$ cat src/verilog/fpc_pkg.sv
// Operation codes, widths, numeric limits, queue depth and the request and result structs.
package fpc_pkg;

  ////////////////////
  // Widths
  ////////////////////
  localparam int OP_W      = 2;
  localparam int TAG_W     = 4;
  localparam int OPERAND_W = 32;
  localparam int RES_W     = 64;
  localparam int FLAG_W    = 2;
  localparam int EXP_W     = 9;    // Unbiased exponent, signed.
  localparam int MANT_W    = 24;   // Mantissa including the hidden bit.

  localparam int FIFO_DEPTH = 4;   // Result queue entries and issue credits.

  ////////////////////
  // Operation codes
  ////////////////////
  localparam logic [OP_W-1:0] OP_CVT32    = 2'd0;
  localparam logic [OP_W-1:0] OP_CVT64    = 2'd1;
  localparam logic [OP_W-1:0] OP_VERBATIM = 2'd2;  // Code 3 decodes the same way.

  localparam int FLAG_INVALID = 1;
  localparam int FLAG_INEXACT = 0;

  // Exponent constants in the unbiased domain.
  localparam logic signed [EXP_W-1:0] EXP_BIAS    = 9'sd127;
  localparam logic signed [EXP_W-1:0] EXP_SPECIAL = 9'sd128;  // Infinity or NaN.
  localparam logic signed [EXP_W-1:0] LIM_INT32   = 9'sd31;
  localparam logic signed [EXP_W-1:0] LIM_INT64   = 9'sd63;

  localparam logic [RES_W-1:0] INT32_MAX = 64'h0000_0000_7fff_ffff;
  localparam logic [RES_W-1:0] INT32_MIN = 64'hffff_ffff_8000_0000;
  localparam logic [RES_W-1:0] INT64_MAX = 64'h7fff_ffff_ffff_ffff;
  localparam logic [RES_W-1:0] INT64_MIN = 64'h8000_0000_0000_0000;

  typedef struct packed {
    logic [TAG_W-1:0]         tag;
    logic [OPERAND_W-1:0]     operand;
    logic                     is_32b;
    logic                     verbatim;
    logic                     sign;
    logic signed [EXP_W-1:0]  exp;
    logic [MANT_W-1:0]        mant;
  } cvt_req_t;

  typedef struct packed {
    logic [TAG_W-1:0]  tag;
    logic [RES_W-1:0]  result;
    logic [FLAG_W-1:0] flags;
  } cvt_result_t;

endpackage

$ cat src/verilog/fpc_if.sv
// Interfaces cvt_req_if (issue to converter) and cvt_res_if (converter to result queue).
`timescale 1ns/1ps

////////////////////
// Decoded request
////////////////////
interface cvt_req_if;

  logic               valid;  // One decoded operation this cycle.
  fpc_pkg::cvt_req_t  data;   // Tag, operand and precomputed fields.

  // No ready here; issue credits guarantee the queue has room.
  modport src (
    output valid,
    output data
  );

  modport dst (
    input  valid,
    input  data
  );

endinterface

////////////////////
// Converter result
////////////////////
interface cvt_res_if;

  logic                  valid;  // Result written into the queue this cycle.
  fpc_pkg::cvt_result_t  data;   // Tag, 64-bit result and flags.

  modport src (
    output valid,
    output data
  );

  modport dst (
    input  valid,
    input  data
  );

endinterface

$ cat src/verilog/fpc_issue.sv
// Issue stage: operation accept, decode into converter controls and queue credit counter.
`timescale 1ns/1ps

module fpc_issue (
  input  logic                            clk,
  input  logic                            rst_n,
  input  logic                            in_valid,
  output logic                            in_ready,
  input  logic [fpc_pkg::OP_W-1:0]        in_op,
  input  logic [fpc_pkg::TAG_W-1:0]       in_tag,
  input  logic [fpc_pkg::OPERAND_W-1:0]   in_operand,
  input  logic                            pop,
  cvt_req_if.src                          req
);

  localparam int CRED_W = $clog2(fpc_pkg::FIFO_DEPTH + 1);

  logic [CRED_W-1:0]  credits;
  logic               accept;
  fpc_pkg::cvt_req_t  dec;
  logic [7:0]         raw_exp;

  assign in_ready = (credits != '0);        // Room left in the result queue.
  assign accept   = in_valid && in_ready;

  ////////////////////
  // Decode
  ////////////////////
  always_comb begin
    raw_exp      = in_operand[30:23];
    dec.tag      = in_tag;
    dec.operand  = in_operand;
    dec.sign     = in_operand[31];
    dec.exp      = $signed({1'b0, raw_exp}) - fpc_pkg::EXP_BIAS;
    dec.mant     = {(raw_exp != 8'd0), in_operand[22:0]};  // Denormals get no hidden bit.
    case (in_op)
      fpc_pkg::OP_CVT32: begin
        dec.is_32b   = 1'b1;
        dec.verbatim = 1'b0;
      end
      fpc_pkg::OP_CVT64: begin
        dec.is_32b   = 1'b0;
        dec.verbatim = 1'b0;
      end
      default: begin                        // Verbatim and the reserved code.
        dec.is_32b   = 1'b0;
        dec.verbatim = 1'b1;
      end
    endcase
  end

  ////////////////////
  // Registers
  ////////////////////
  always_ff @(posedge clk or negedge rst_n) begin
    if (!rst_n) begin
      req.valid <= 1'b0;
      credits   <= CRED_W'(fpc_pkg::FIFO_DEPTH);
    end else begin
      req.valid <= accept;
      case ({accept, pop})
        2'b10:   credits <= credits - 1'b1;  // Spent on an accepted operation.
        2'b01:   credits <= credits + 1'b1;  // Returned by a retired result.
        default: credits <= credits;
      endcase
    end
  end

  always_ff @(posedge clk) begin
    if (accept) begin
      req.data <= dec;
    end
  end

endmodule

$ cat src/verilog/fpc_f2i_cvt.sv
// Registered float32 to int32/int64 converter with truncation, saturation and exception flags.
`timescale 1ns/1ps

module fpc_f2i_cvt (
  input  logic    clk,
  input  logic    rst_n,
  cvt_req_if.dst  req,
  cvt_res_if.src  res
);

  // Mantissa shifted left by up to 63 places keeps all fraction bits below the point.
  localparam int SHIFT_W = fpc_pkg::MANT_W + 63;

  logic signed [fpc_pkg::EXP_W-1:0]  lim;
  logic [fpc_pkg::RES_W-1:0]         max_pos;
  logic [fpc_pkg::RES_W-1:0]         min_neg;
  logic                              is_nan;
  logic                              is_min_exact;
  logic [SHIFT_W-1:0]                shifted;
  logic [fpc_pkg::RES_W-1:0]         magnitude;
  logic [fpc_pkg::MANT_W-2:0]        frac;
  logic [fpc_pkg::RES_W-1:0]         result;
  logic [fpc_pkg::FLAG_W-1:0]        flags;

  ////////////////////
  // Conversion
  ////////////////////
  always_comb begin
    lim     = req.data.is_32b ? fpc_pkg::LIM_INT32 : fpc_pkg::LIM_INT64;
    max_pos = req.data.is_32b ? fpc_pkg::INT32_MAX : fpc_pkg::INT64_MAX;
    min_neg = req.data.is_32b ? fpc_pkg::INT32_MIN : fpc_pkg::INT64_MIN;

    is_nan       = (req.data.exp == fpc_pkg::EXP_SPECIAL) && (req.data.mant[22:0] != '0);
    // Exactly -2^L is representable and converts without a flag.
    is_min_exact = req.data.sign && (req.data.exp == lim) && (req.data.mant[22:0] == '0);

    shifted   = SHIFT_W'(req.data.mant) << req.data.exp[5:0];
    magnitude = shifted[SHIFT_W-1 -: fpc_pkg::RES_W];  // Integer part.
    frac      = shifted[fpc_pkg::MANT_W-2:0];          // Bits dropped by truncation.

    result = '0;
    flags  = '0;
    if (req.data.verbatim) begin
      result = {{(fpc_pkg::RES_W - fpc_pkg::OPERAND_W){1'b0}}, req.data.operand};
    end else if (is_nan) begin
      result                      = max_pos;
      flags[fpc_pkg::FLAG_INVALID] = 1'b1;
    end else if ((req.data.exp >= lim) && !is_min_exact) begin
      result                      = req.data.sign ? min_neg : max_pos;  // Includes infinity.
      flags[fpc_pkg::FLAG_INVALID] = 1'b1;
    end else if (req.data.exp < 0) begin
      flags[fpc_pkg::FLAG_INEXACT] = (req.data.mant != '0);  // Plain zero stays exact.
    end else begin
      // Negation in 64 bits also sign-extends the int32 results.
      result                      = req.data.sign ? -magnitude : magnitude;
      flags[fpc_pkg::FLAG_INEXACT] = (frac != '0);
    end
  end

  ////////////////////
  // Output register
  ////////////////////
  always_ff @(posedge clk or negedge rst_n) begin
    if (!rst_n) begin
      res.valid <= 1'b0;
    end else begin
      res.valid <= req.valid;
    end
  end

  always_ff @(posedge clk) begin
    if (req.valid) begin
      res.data.tag    <= req.data.tag;
      res.data.result <= result;
      res.data.flags  <= flags;
    end
  end

endmodule

$ cat src/verilog/fpc_result_fifo.sv
// In-order result queue: circular buffer with read and write pointers and an entry count.
`timescale 1ns/1ps

module fpc_result_fifo #(
  parameter int DEPTH = fpc_pkg::FIFO_DEPTH
) (
  input  logic                  clk,
  input  logic                  rst_n,
  cvt_res_if.dst                wr,
  output logic                  head_valid,
  output fpc_pkg::cvt_result_t  head,
  input  logic                  pop
);

  localparam int PTR_W = (DEPTH > 1) ? $clog2(DEPTH) : 1;
  localparam int CNT_W = $clog2(DEPTH + 1);

  fpc_pkg::cvt_result_t  mem [DEPTH];
  logic [PTR_W-1:0]      wr_ptr;
  logic [PTR_W-1:0]      rd_ptr;
  logic [CNT_W-1:0]      count;
  logic                  rd_en;

  // Pointers wrap explicitly so any depth works.
  function automatic logic [PTR_W-1:0] ptr_next(input logic [PTR_W-1:0] ptr);
    logic [PTR_W-1:0] nxt;
    nxt = (ptr == PTR_W'(DEPTH - 1)) ? '0 : ptr + 1'b1;
    return nxt;
  endfunction

  assign head_valid = (count != '0);
  assign head       = mem[rd_ptr];            // Visible one cycle after the write.
  assign rd_en      = pop && head_valid;

  always_ff @(posedge clk or negedge rst_n) begin
    if (!rst_n) begin
      wr_ptr <= '0;
      rd_ptr <= '0;
      count  <= '0;
    end else begin
      if (wr.valid) begin
        wr_ptr <= ptr_next(wr_ptr);
      end
      if (rd_en) begin
        rd_ptr <= ptr_next(rd_ptr);
      end
      case ({wr.valid, rd_en})
        2'b10:   count <= count + 1'b1;
        2'b01:   count <= count - 1'b1;
        default: count <= count;
      endcase
    end
  end

  // Storage. The issue credits keep writes from landing on a full queue.
  always_ff @(posedge clk) begin
    if (wr.valid) begin
      mem[wr_ptr] <= wr.data;
    end
  end

endmodule

$ cat src/verilog/fpc_retire.sv
// Retire stage: output stream from the queue head, pop generation and sticky exception flags.
`timescale 1ns/1ps

module fpc_retire (
  input  logic                          clk,
  input  logic                          rst_n,
  input  logic                          head_valid,
  input  fpc_pkg::cvt_result_t          head,
  output logic                          pop,
  output logic                          out_valid,
  input  logic                          out_ready,
  output logic [fpc_pkg::TAG_W-1:0]     out_tag,
  output logic [fpc_pkg::RES_W-1:0]     out_result,
  output logic [fpc_pkg::FLAG_W-1:0]    out_flags,
  input  logic                          sticky_clr,
  output logic [fpc_pkg::FLAG_W-1:0]    sticky_flags
);

  ////////////////////
  // Output stream
  ////////////////////
  assign out_valid  = head_valid;            // Head holds until it is popped.
  assign out_tag    = head.tag;
  assign out_result = head.result;
  assign out_flags  = head.flags;
  assign pop        = head_valid && out_ready;  // Also the credit return to issue.

  ////////////////////
  // Sticky flags
  ////////////////////
  always_ff @(posedge clk or negedge rst_n) begin
    if (!rst_n) begin
      sticky_flags <= '0;
    end else if (sticky_clr) begin
      sticky_flags <= '0;                    // Clear wins over a same-cycle retire.
    end else if (pop) begin
      sticky_flags <= sticky_flags | head.flags;
    end
  end

endmodule

$ cat src/verilog/fpc_cluster_top.sv
// Top level of the float to integer conversion slice: issue, converter, result queue, retire.
`timescale 1ns/1ps

module fpc_cluster_top (
  input  logic                            clk,
  input  logic                            rst_n,
  input  logic                            in_valid,
  output logic                            in_ready,
  input  logic [fpc_pkg::OP_W-1:0]        in_op,
  input  logic [fpc_pkg::TAG_W-1:0]       in_tag,
  input  logic [fpc_pkg::OPERAND_W-1:0]   in_operand,
  output logic                            out_valid,
  input  logic                            out_ready,
  output logic [fpc_pkg::TAG_W-1:0]       out_tag,
  output logic [fpc_pkg::RES_W-1:0]       out_result,
  output logic [fpc_pkg::FLAG_W-1:0]      out_flags,
  input  logic                            sticky_clr,
  output logic [fpc_pkg::FLAG_W-1:0]      sticky_flags
);

  logic                  head_valid;
  fpc_pkg::cvt_result_t  head;
  logic                  pop;                // Queue pop and issue credit return.

  cvt_req_if req_if ();
  cvt_res_if res_if ();

  fpc_issue u_issue (
    .clk        (clk),
    .rst_n      (rst_n),
    .in_valid   (in_valid),
    .in_ready   (in_ready),
    .in_op      (in_op),
    .in_tag     (in_tag),
    .in_operand (in_operand),
    .pop        (pop),
    .req        (req_if.src)
  );

  fpc_f2i_cvt u_cvt (
    .clk   (clk),
    .rst_n (rst_n),
    .req   (req_if.dst),
    .res   (res_if.src)
  );

  fpc_result_fifo #(
    .DEPTH (fpc_pkg::FIFO_DEPTH)
  ) u_fifo (
    .clk        (clk),
    .rst_n      (rst_n),
    .wr         (res_if.dst),
    .head_valid (head_valid),
    .head       (head),
    .pop        (pop)
  );

  fpc_retire u_retire (
    .clk          (clk),
    .rst_n        (rst_n),
    .head_valid   (head_valid),
    .head         (head),
    .pop          (pop),
    .out_valid    (out_valid),
    .out_ready    (out_ready),
    .out_tag      (out_tag),
    .out_result   (out_result),
    .out_flags    (out_flags),
    .sticky_clr   (sticky_clr),
    .sticky_flags (sticky_flags)
  );

endmodule

$ cat config.mk
export PLATFORM = sky130hd
export DESIGN_NAME = fpc_cluster_top
export DESIGN_NICKNAME = d
export VERILOG_FILES = /design/src/verilog/fpc_pkg.sv /design/src/verilog/fpc_if.sv /design/src/verilog/fpc_issue.sv /design/src/verilog/fpc_f2i_cvt.sv /design/src/verilog/fpc_result_fifo.sv /design/src/verilog/fpc_retire.sv /design/src/verilog/fpc_cluster_top.sv
export SDC_FILE = /design/constraint.sdc
export NUM_CORES = 1
export LEC_CHECK = 0
export BUFFER_PORTS_ARGS = -buffer_cell sky130_fd_sc_hd__buf_2
export CORE_AREA = 4 4 193 195
export DETAILED_ROUTE_END_ITERATION = 12
export DIE_AREA = 0 0 197 199
export MAX_ROUTING_LAYER = met4
export PLACE_DENSITY = 0.79
export SKIP_LAST_GASP = 1
export SLEW_MARGIN = 15
export SYNTH_ARGS = -nofsm -noshare
export SYNTH_HDL_FRONTEND = slang
export SYNTH_HIERARCHICAL = 1
export SYNTH_SLANG_ARGS = --single-unit
$ cat constraint.sdc
create_clock -name clk -period 5.2 [get_ports clk]
set_clock_uncertainty 0.1 [all_clocks]
set_input_delay 0.52 -clock clk [delete_from_list [all_inputs] [get_ports clk]]
set_output_delay 0.52 -clock clk [all_outputs]
set_load 0.02 [all_outputs]
==> results.md <==
Drt:
- The detail route stage leaves a number of antenna-violating nets equal to 0.
- The residual DRC count is 0.
- For this block, the routed nets add up to 60,720 um of wire.
- The number of vias after detailed routing is 13,990.
- The detailed-routing iteration count for the pre-antenna-repair pass is 5.
- After the first detailed-routing iteration, the DRC count stood at 1,458.
- In the routed layout, each cell is associated on average with a via count of 6.700.
- In the final routed layout, each cell accounts on average for 29.08 um.

Worst setup path:
- The worst setup path is launched from a flop.
- The category of the most critical setup path is flop to flop.
- Traced cell by cell, the critical path runs through buf_4 -> mux4_2 -> mux2_2 -> a222oi_1 -> nand4_1 -> nor4_1 -> nand3_1 -> or4_1 -> or4b_1 -> nand3_1 -> a211oi_1.
- The endpoint type of the worst setup path is a flop.
- The data required time at the worst endpoint is 5.39 ns.
- The total buffers and inverters traversed by the critical path is 1.
- The largest single stage delay on the critical path is 0.90 ns.
- The most frequent cell on the critical path is sky130_fd_sc_hd__nand3_1.
- The kind of cell with the highest combined delay along the critical path is simple AND/OR/NAND/NOR gates.
- STA puts the critical path data arrival time at 4.96 ns.
- Along the worst path, the maximum fanout reaches 23.
- On the critical path, the stage with the largest delay is an instance of sky130_fd_sc_hd__edfxtp_1.

Finish:
- Cells fill between 60% and 70% of the core in the end.
- The net count reported at finish is 1,651.
- The fraction of final layout cells sized beyond drive strength 1 is 25.09%.
- The non-filler instance count after layout is around 2,100.
- The synthesis-to-finish area growth is 9.527%.

Logic synthesis:
- The number of flops mapped to enable cells by yosys is around 400.
- The dominant combinational cell family by area after synthesis is multiplexers.
- Ranked by total cell area, the synthesized netlist is headed by sky130_fd_sc_hd__edfxtp_1 57%, sky130_fd_sc_hd__mux4_2 9.8%, sky130_fd_sc_hd__buf_4 3.4%.
- The per-instance average area after synthesis is 13.92 um2.
- The fraction of the mapped netlist area in simple logic gates is 8.164%.
- The mux contribution to synthesized area is 13.80%.
- After Yosys synthesis, XOR and XNOR cells account for 2.323% of the synthesized area.
- The cell area after technology mapping is 21,120 um2.
- The fraction of registers with async set/reset is 3.398%.
- The Yosys step of the flow raised 6 warnings.
- The count of unique library cells instantiated by Yosys is 89.
- Synthesis inferred 412 register bits.
- The post-synthesis adder-cell area fraction is 0.8413%.
- Of all cell types, the one taking the most synthesized area is sky130_fd_sc_hd__edfxtp_1.
- The fraction of the yosys area taken by sequential cells is 58.26%.
- Summing the areas of all compound-gate instances in the mapped netlist gives 9.841% of the synthesized area.
- The top flip-flop cell by instance count after synthesis is sky130_fd_sc_hd__edfxtp_1.
- The post-synthesis cell count is 1,517.
- After synthesis, the largest area contributor takes up 56.59% of total cell area.
- The post-synthesis net count is 1,573.

STA:
- The final count of hold timing violations was 0.
- The total of endpoints with negative setup slack in the final report is 0.
- The final number of max-transition violations was 0.
- Static timing analysis puts the maximum clock frequency at 0.2097 GHz.
- Setup repair after global routing left no endpoint under its margin.
- The final hold slack is 0.02718 ns.
- The total negative setup slack is 0 ns.
- The final clock period utilization by the worst path is 91.70%.
- The actual transition at the worst max-transition pin is around 1.2 ns.
- In this run the tightest slew margin relative to its limit is 20.82%.
- The clock period could shrink to 4.768 ns.

Floorplan:
- The floorplan step set the die width to 197 um.
- The core region is 35,400 um2.
- The count of standard-cell rows is between 60 and 70.
- The die area is about 40,000 um2.
- The initial utilization of the core area, before any placement, comes to between 50% and 60%.
- The die is slightly below 200 um tall.
- During I/O placement, the number of pins put on the boundary was around 120.

Run:
- The max-cap check violation count is 0.

Min path:
- The min-delay analysis places its worst path in the category primary input to flop.

Global routing:
- The number of global-route vias before repair was roughly 14,000.
- Entering global routing, the biggest net connects 82 pins.
- The first global-routing pass estimated 91,430 um of wire.
- After global routing the overflow that remains totals 0.
- Across every metal layer, demand over resource in global routing totals about a third.
- The initial antenna violation count is 1.

Power:
- Net switching is 37.68% of the power.
- Of the total power, registers draw about two fifths.
- In this run the static leakage power is 8.130 nW.
- The net switching power is 4.857 mW.
- Per report_power, the combinational group accounts for a little under two fifths of the total.
- The internal portion of the total power is 8.031 mW.
- The power density over the cells is ~560 nW/um2.
- The share of total power dissipated in the clock network is between 20% and 30%.
- Across the VDD grid, the largest voltage drop is 0.4619 mV.

Place:
- The total half-perimeter wirelength after legalization and detailed placement is 41,750 um.
- The number of cells after detailed placement is approximately 2,000.
- The number of buffers inserted by port buffering is 116.
- The placer's final routability congestion estimate is 1.047.

Status:
- The flow ran to the end, and the final reports show no timing, DRC or antenna violations.

CTS:
- The CTS buffer count is 41.
- The buffer count from post-CTS setup fixing is 0.
- Clock latency on the worst-skew pair, taken at its later pin, is 0.58 ns.
- The CTS tree is built.
- The clock transition at the registers of the reported paths is 0.06 ns.
- The sink count of the clock tree is 412.
- The clock root buffer master is sky130_fd_sc_hd__clkbuf_16.
- In this run the deepest clock path goes through 3 buffers.
- CTS built an H-tree with a depth of 2.
==> worst register-to-register path, cell delays in order (launching register included) <==
cell,delay (ns)
sky130_fd_sc_hd__edfxtp_1,0.90
sky130_fd_sc_hd__buf_4,0.25
sky130_fd_sc_hd__mux4_2,0.34
sky130_fd_sc_hd__mux2_2,0.34
sky130_fd_sc_hd__a222oi_1,0.38
sky130_fd_sc_hd__nand4_1,0.22
sky130_fd_sc_hd__nor4_1,0.50
sky130_fd_sc_hd__nand3_1,0.21
sky130_fd_sc_hd__or4_1,0.59
sky130_fd_sc_hd__or4b_1,0.47
sky130_fd_sc_hd__nand3_1,0.09
sky130_fd_sc_hd__a211oi_1,0.08
==> per-stage QoR <==
step	instance area, um2	worst slack, ns	total power, mW
finish	23130	0.4319	12.89
global route	23130	0.2014	13.44
CTS	23130	0.4815	12.91
detailed placement	21670	0.5119	10.06
global placement	21670	0.6239	9.964
floorplan	21120	1.073	8.936
==> worst paths after layout <==
kind | start | end | slack [ns] | depth (start not counted)
max in group asynchronous | rst_n | u_issue/credits[2] | 4.38 | 2
max | u_issue/req.data[26] | u_cvt/res.data[65] | 0.43 | 11
min reg2reg | u_issue/req.data[71] | u_cvt/res.data[69] | 0.34 | 0
max reg2reg | u_issue/req.data[26] | u_cvt/res.data[65] | 0.43 | 11
min | in_operand[4] | u_issue/req.data[40] | 0.03 | 1
min in group asynchronous | rst_n | u_cvt/res.valid | 0.31 | 2
==> synthesized netlist by cell type, types with 6 or more instances <==
cell type	n
sky130_fd_sc_hd__o41ai_1	9
sky130_fd_sc_hd__nor2b_1	15
sky130_fd_sc_hd__or2_2	7
sky130_fd_sc_hd__nand2b_1	16
sky130_fd_sc_hd__nor4_1	13
sky130_fd_sc_hd__o211ai_1	11
sky130_fd_sc_hd__xor2_1	26
sky130_fd_sc_hd__o21a_1	6
sky130_fd_sc_hd__xnor2_1	30
sky130_fd_sc_hd__nand4_1	13
sky130_fd_sc_hd__buf_12	9
sky130_fd_sc_hd__nor3_1	22
sky130_fd_sc_hd__nor2_1	77
sky130_fd_sc_hd__mux2_2	16
sky130_fd_sc_hd__buf_4	97
sky130_fd_sc_hd__and2_1	15
sky130_fd_sc_hd__a21oi_1	74
sky130_fd_sc_hd__a211o_1	10
sky130_fd_sc_hd__nand2_1	73
sky130_fd_sc_hd__dfrtp_1	13
sky130_fd_sc_hd__nand3_1	40
sky130_fd_sc_hd__ha_1	11
sky130_fd_sc_hd__a22oi_1	11
sky130_fd_sc_hd__edfxtp_1	398
sky130_fd_sc_hd__mux2i_1	32
sky130_fd_sc_hd__clkbuf_1	57
sky130_fd_sc_hd__o22ai_1	24
sky130_fd_sc_hd__o31ai_1	17
sky130_fd_sc_hd__a211oi_1	7
sky130_fd_sc_hd__a31oi_1	10
sky130_fd_sc_hd__a221oi_1	10
sky130_fd_sc_hd__o21ai_0	68
sky130_fd_sc_hd__and3_1	8
sky130_fd_sc_hd__mux4_2	92
sky130_fd_sc_hd__mux2i_4	7
sky130_fd_sc_hd__inv_1	43
sky130_fd_sc_hd__buf_2	15
==> power groups by stage <==
stage,Sequential (mW),Clock [mW],Combinational (mW)
CTS,5.25,2.81,4.85
floorplan,4.97,0,3.96
finish,5.24,2.76,4.89
detailed placement,5.28,0,4.78
global placement,5.21,0,4.76
global route,5.32,2.97,5.16
==> final cells by class <==
type	instances	area (um2)
Antenna cell	1	2.502
Tap cell	461	576.8
Multi-Input combinational cell	875	7391
Inverter	45	168.9
Timing Repair Buffer	220	1441
Sequential cell	412	12310
Clock buffer	54	1096
Fill cell	2480	12270
Clock inverter	20	143.9
==> registers in the layout, summed over array words and instances, names as in the netlist <==
signal / cells
u_issue/req.data: 48
u_fifo/mem: 280
u_cvt/res.data: 70
u_fifo/wr_ptr: 2
u_issue/credits: 3
u_fifo/rd_ptr: 2
u_fifo/count: 3
u_issue/req.valid: 1
u_retire/sticky_flags: 2
u_cvt/res.valid: 1
==> cell families (layout without fill, tap and decap cells) <==
logic type | count (synthesis) | count (layout)
XOR/XNOR | 56 | 56
adder cells (fa/ha/maj) | 13 | 13
flip-flops | 412 | 412
buffers and inverters | 230 | 339
multiplexers | 159 | 159
AO/OA/AOI/OAI | 312 | 312
AND/OR/NAND/NOR | 335 | 335
other | 0 | 1
==> repair_timing <==
item	in CTS	in global routing
endpoints found under the hold margin	34	0
hold buffers	22	0
resized for setup	0	0
==> layer usage <==
layer	vias to the layer above	wire, um	GRT usage [%]
met5	-	0	-
met4	0	2341	11.07
met3	147	4872	5.183
met2	779	29530	50.71
met1	7058	23980	42.84
li1	6006	-	-
==> cells in the final DEF (no fill, tap or decap), types with 11 or more instances in the layout <==
| cell type | n |
|---|---|
| sky130_fd_sc_hd__nand3_1 | 40 |
| sky130_fd_sc_hd__buf_4 | 80 |
| sky130_fd_sc_hd__dlygate4sd3_1 | 22 |
| sky130_fd_sc_hd__buf_2 | 116 |
| sky130_fd_sc_hd__o31ai_1 | 17 |
| sky130_fd_sc_hd__nand4_1 | 13 |
| sky130_fd_sc_hd__inv_1 | 42 |
| sky130_fd_sc_hd__o22ai_1 | 24 |
| sky130_fd_sc_hd__clkbuf_16 | 42 |
| sky130_fd_sc_hd__nor4_1 | 13 |
| sky130_fd_sc_hd__edfxtp_1 | 398 |
| sky130_fd_sc_hd__mux2_2 | 16 |
| sky130_fd_sc_hd__o211ai_1 | 11 |
| sky130_fd_sc_hd__mux2i_1 | 32 |
| sky130_fd_sc_hd__ha_1 | 11 |
| sky130_fd_sc_hd__o21ai_0 | 68 |
| sky130_fd_sc_hd__nor2b_1 | 15 |
| sky130_fd_sc_hd__nor2_1 | 77 |
| sky130_fd_sc_hd__mux4_2 | 92 |
| sky130_fd_sc_hd__nor3_1 | 22 |
| sky130_fd_sc_hd__a21oi_1 | 74 |
| sky130_fd_sc_hd__xor2_1 | 26 |
| sky130_fd_sc_hd__and2_1 | 11 |
| sky130_fd_sc_hd__a22oi_1 | 11 |
| sky130_fd_sc_hd__nand2b_1 | 16 |
| sky130_fd_sc_hd__xnor2_1 | 30 |
| sky130_fd_sc_hd__nand2_1 | 73 |
| sky130_fd_sc_hd__clkbuf_1 | 12 |
No activity file was read; power rests on OpenSTA's default activity.
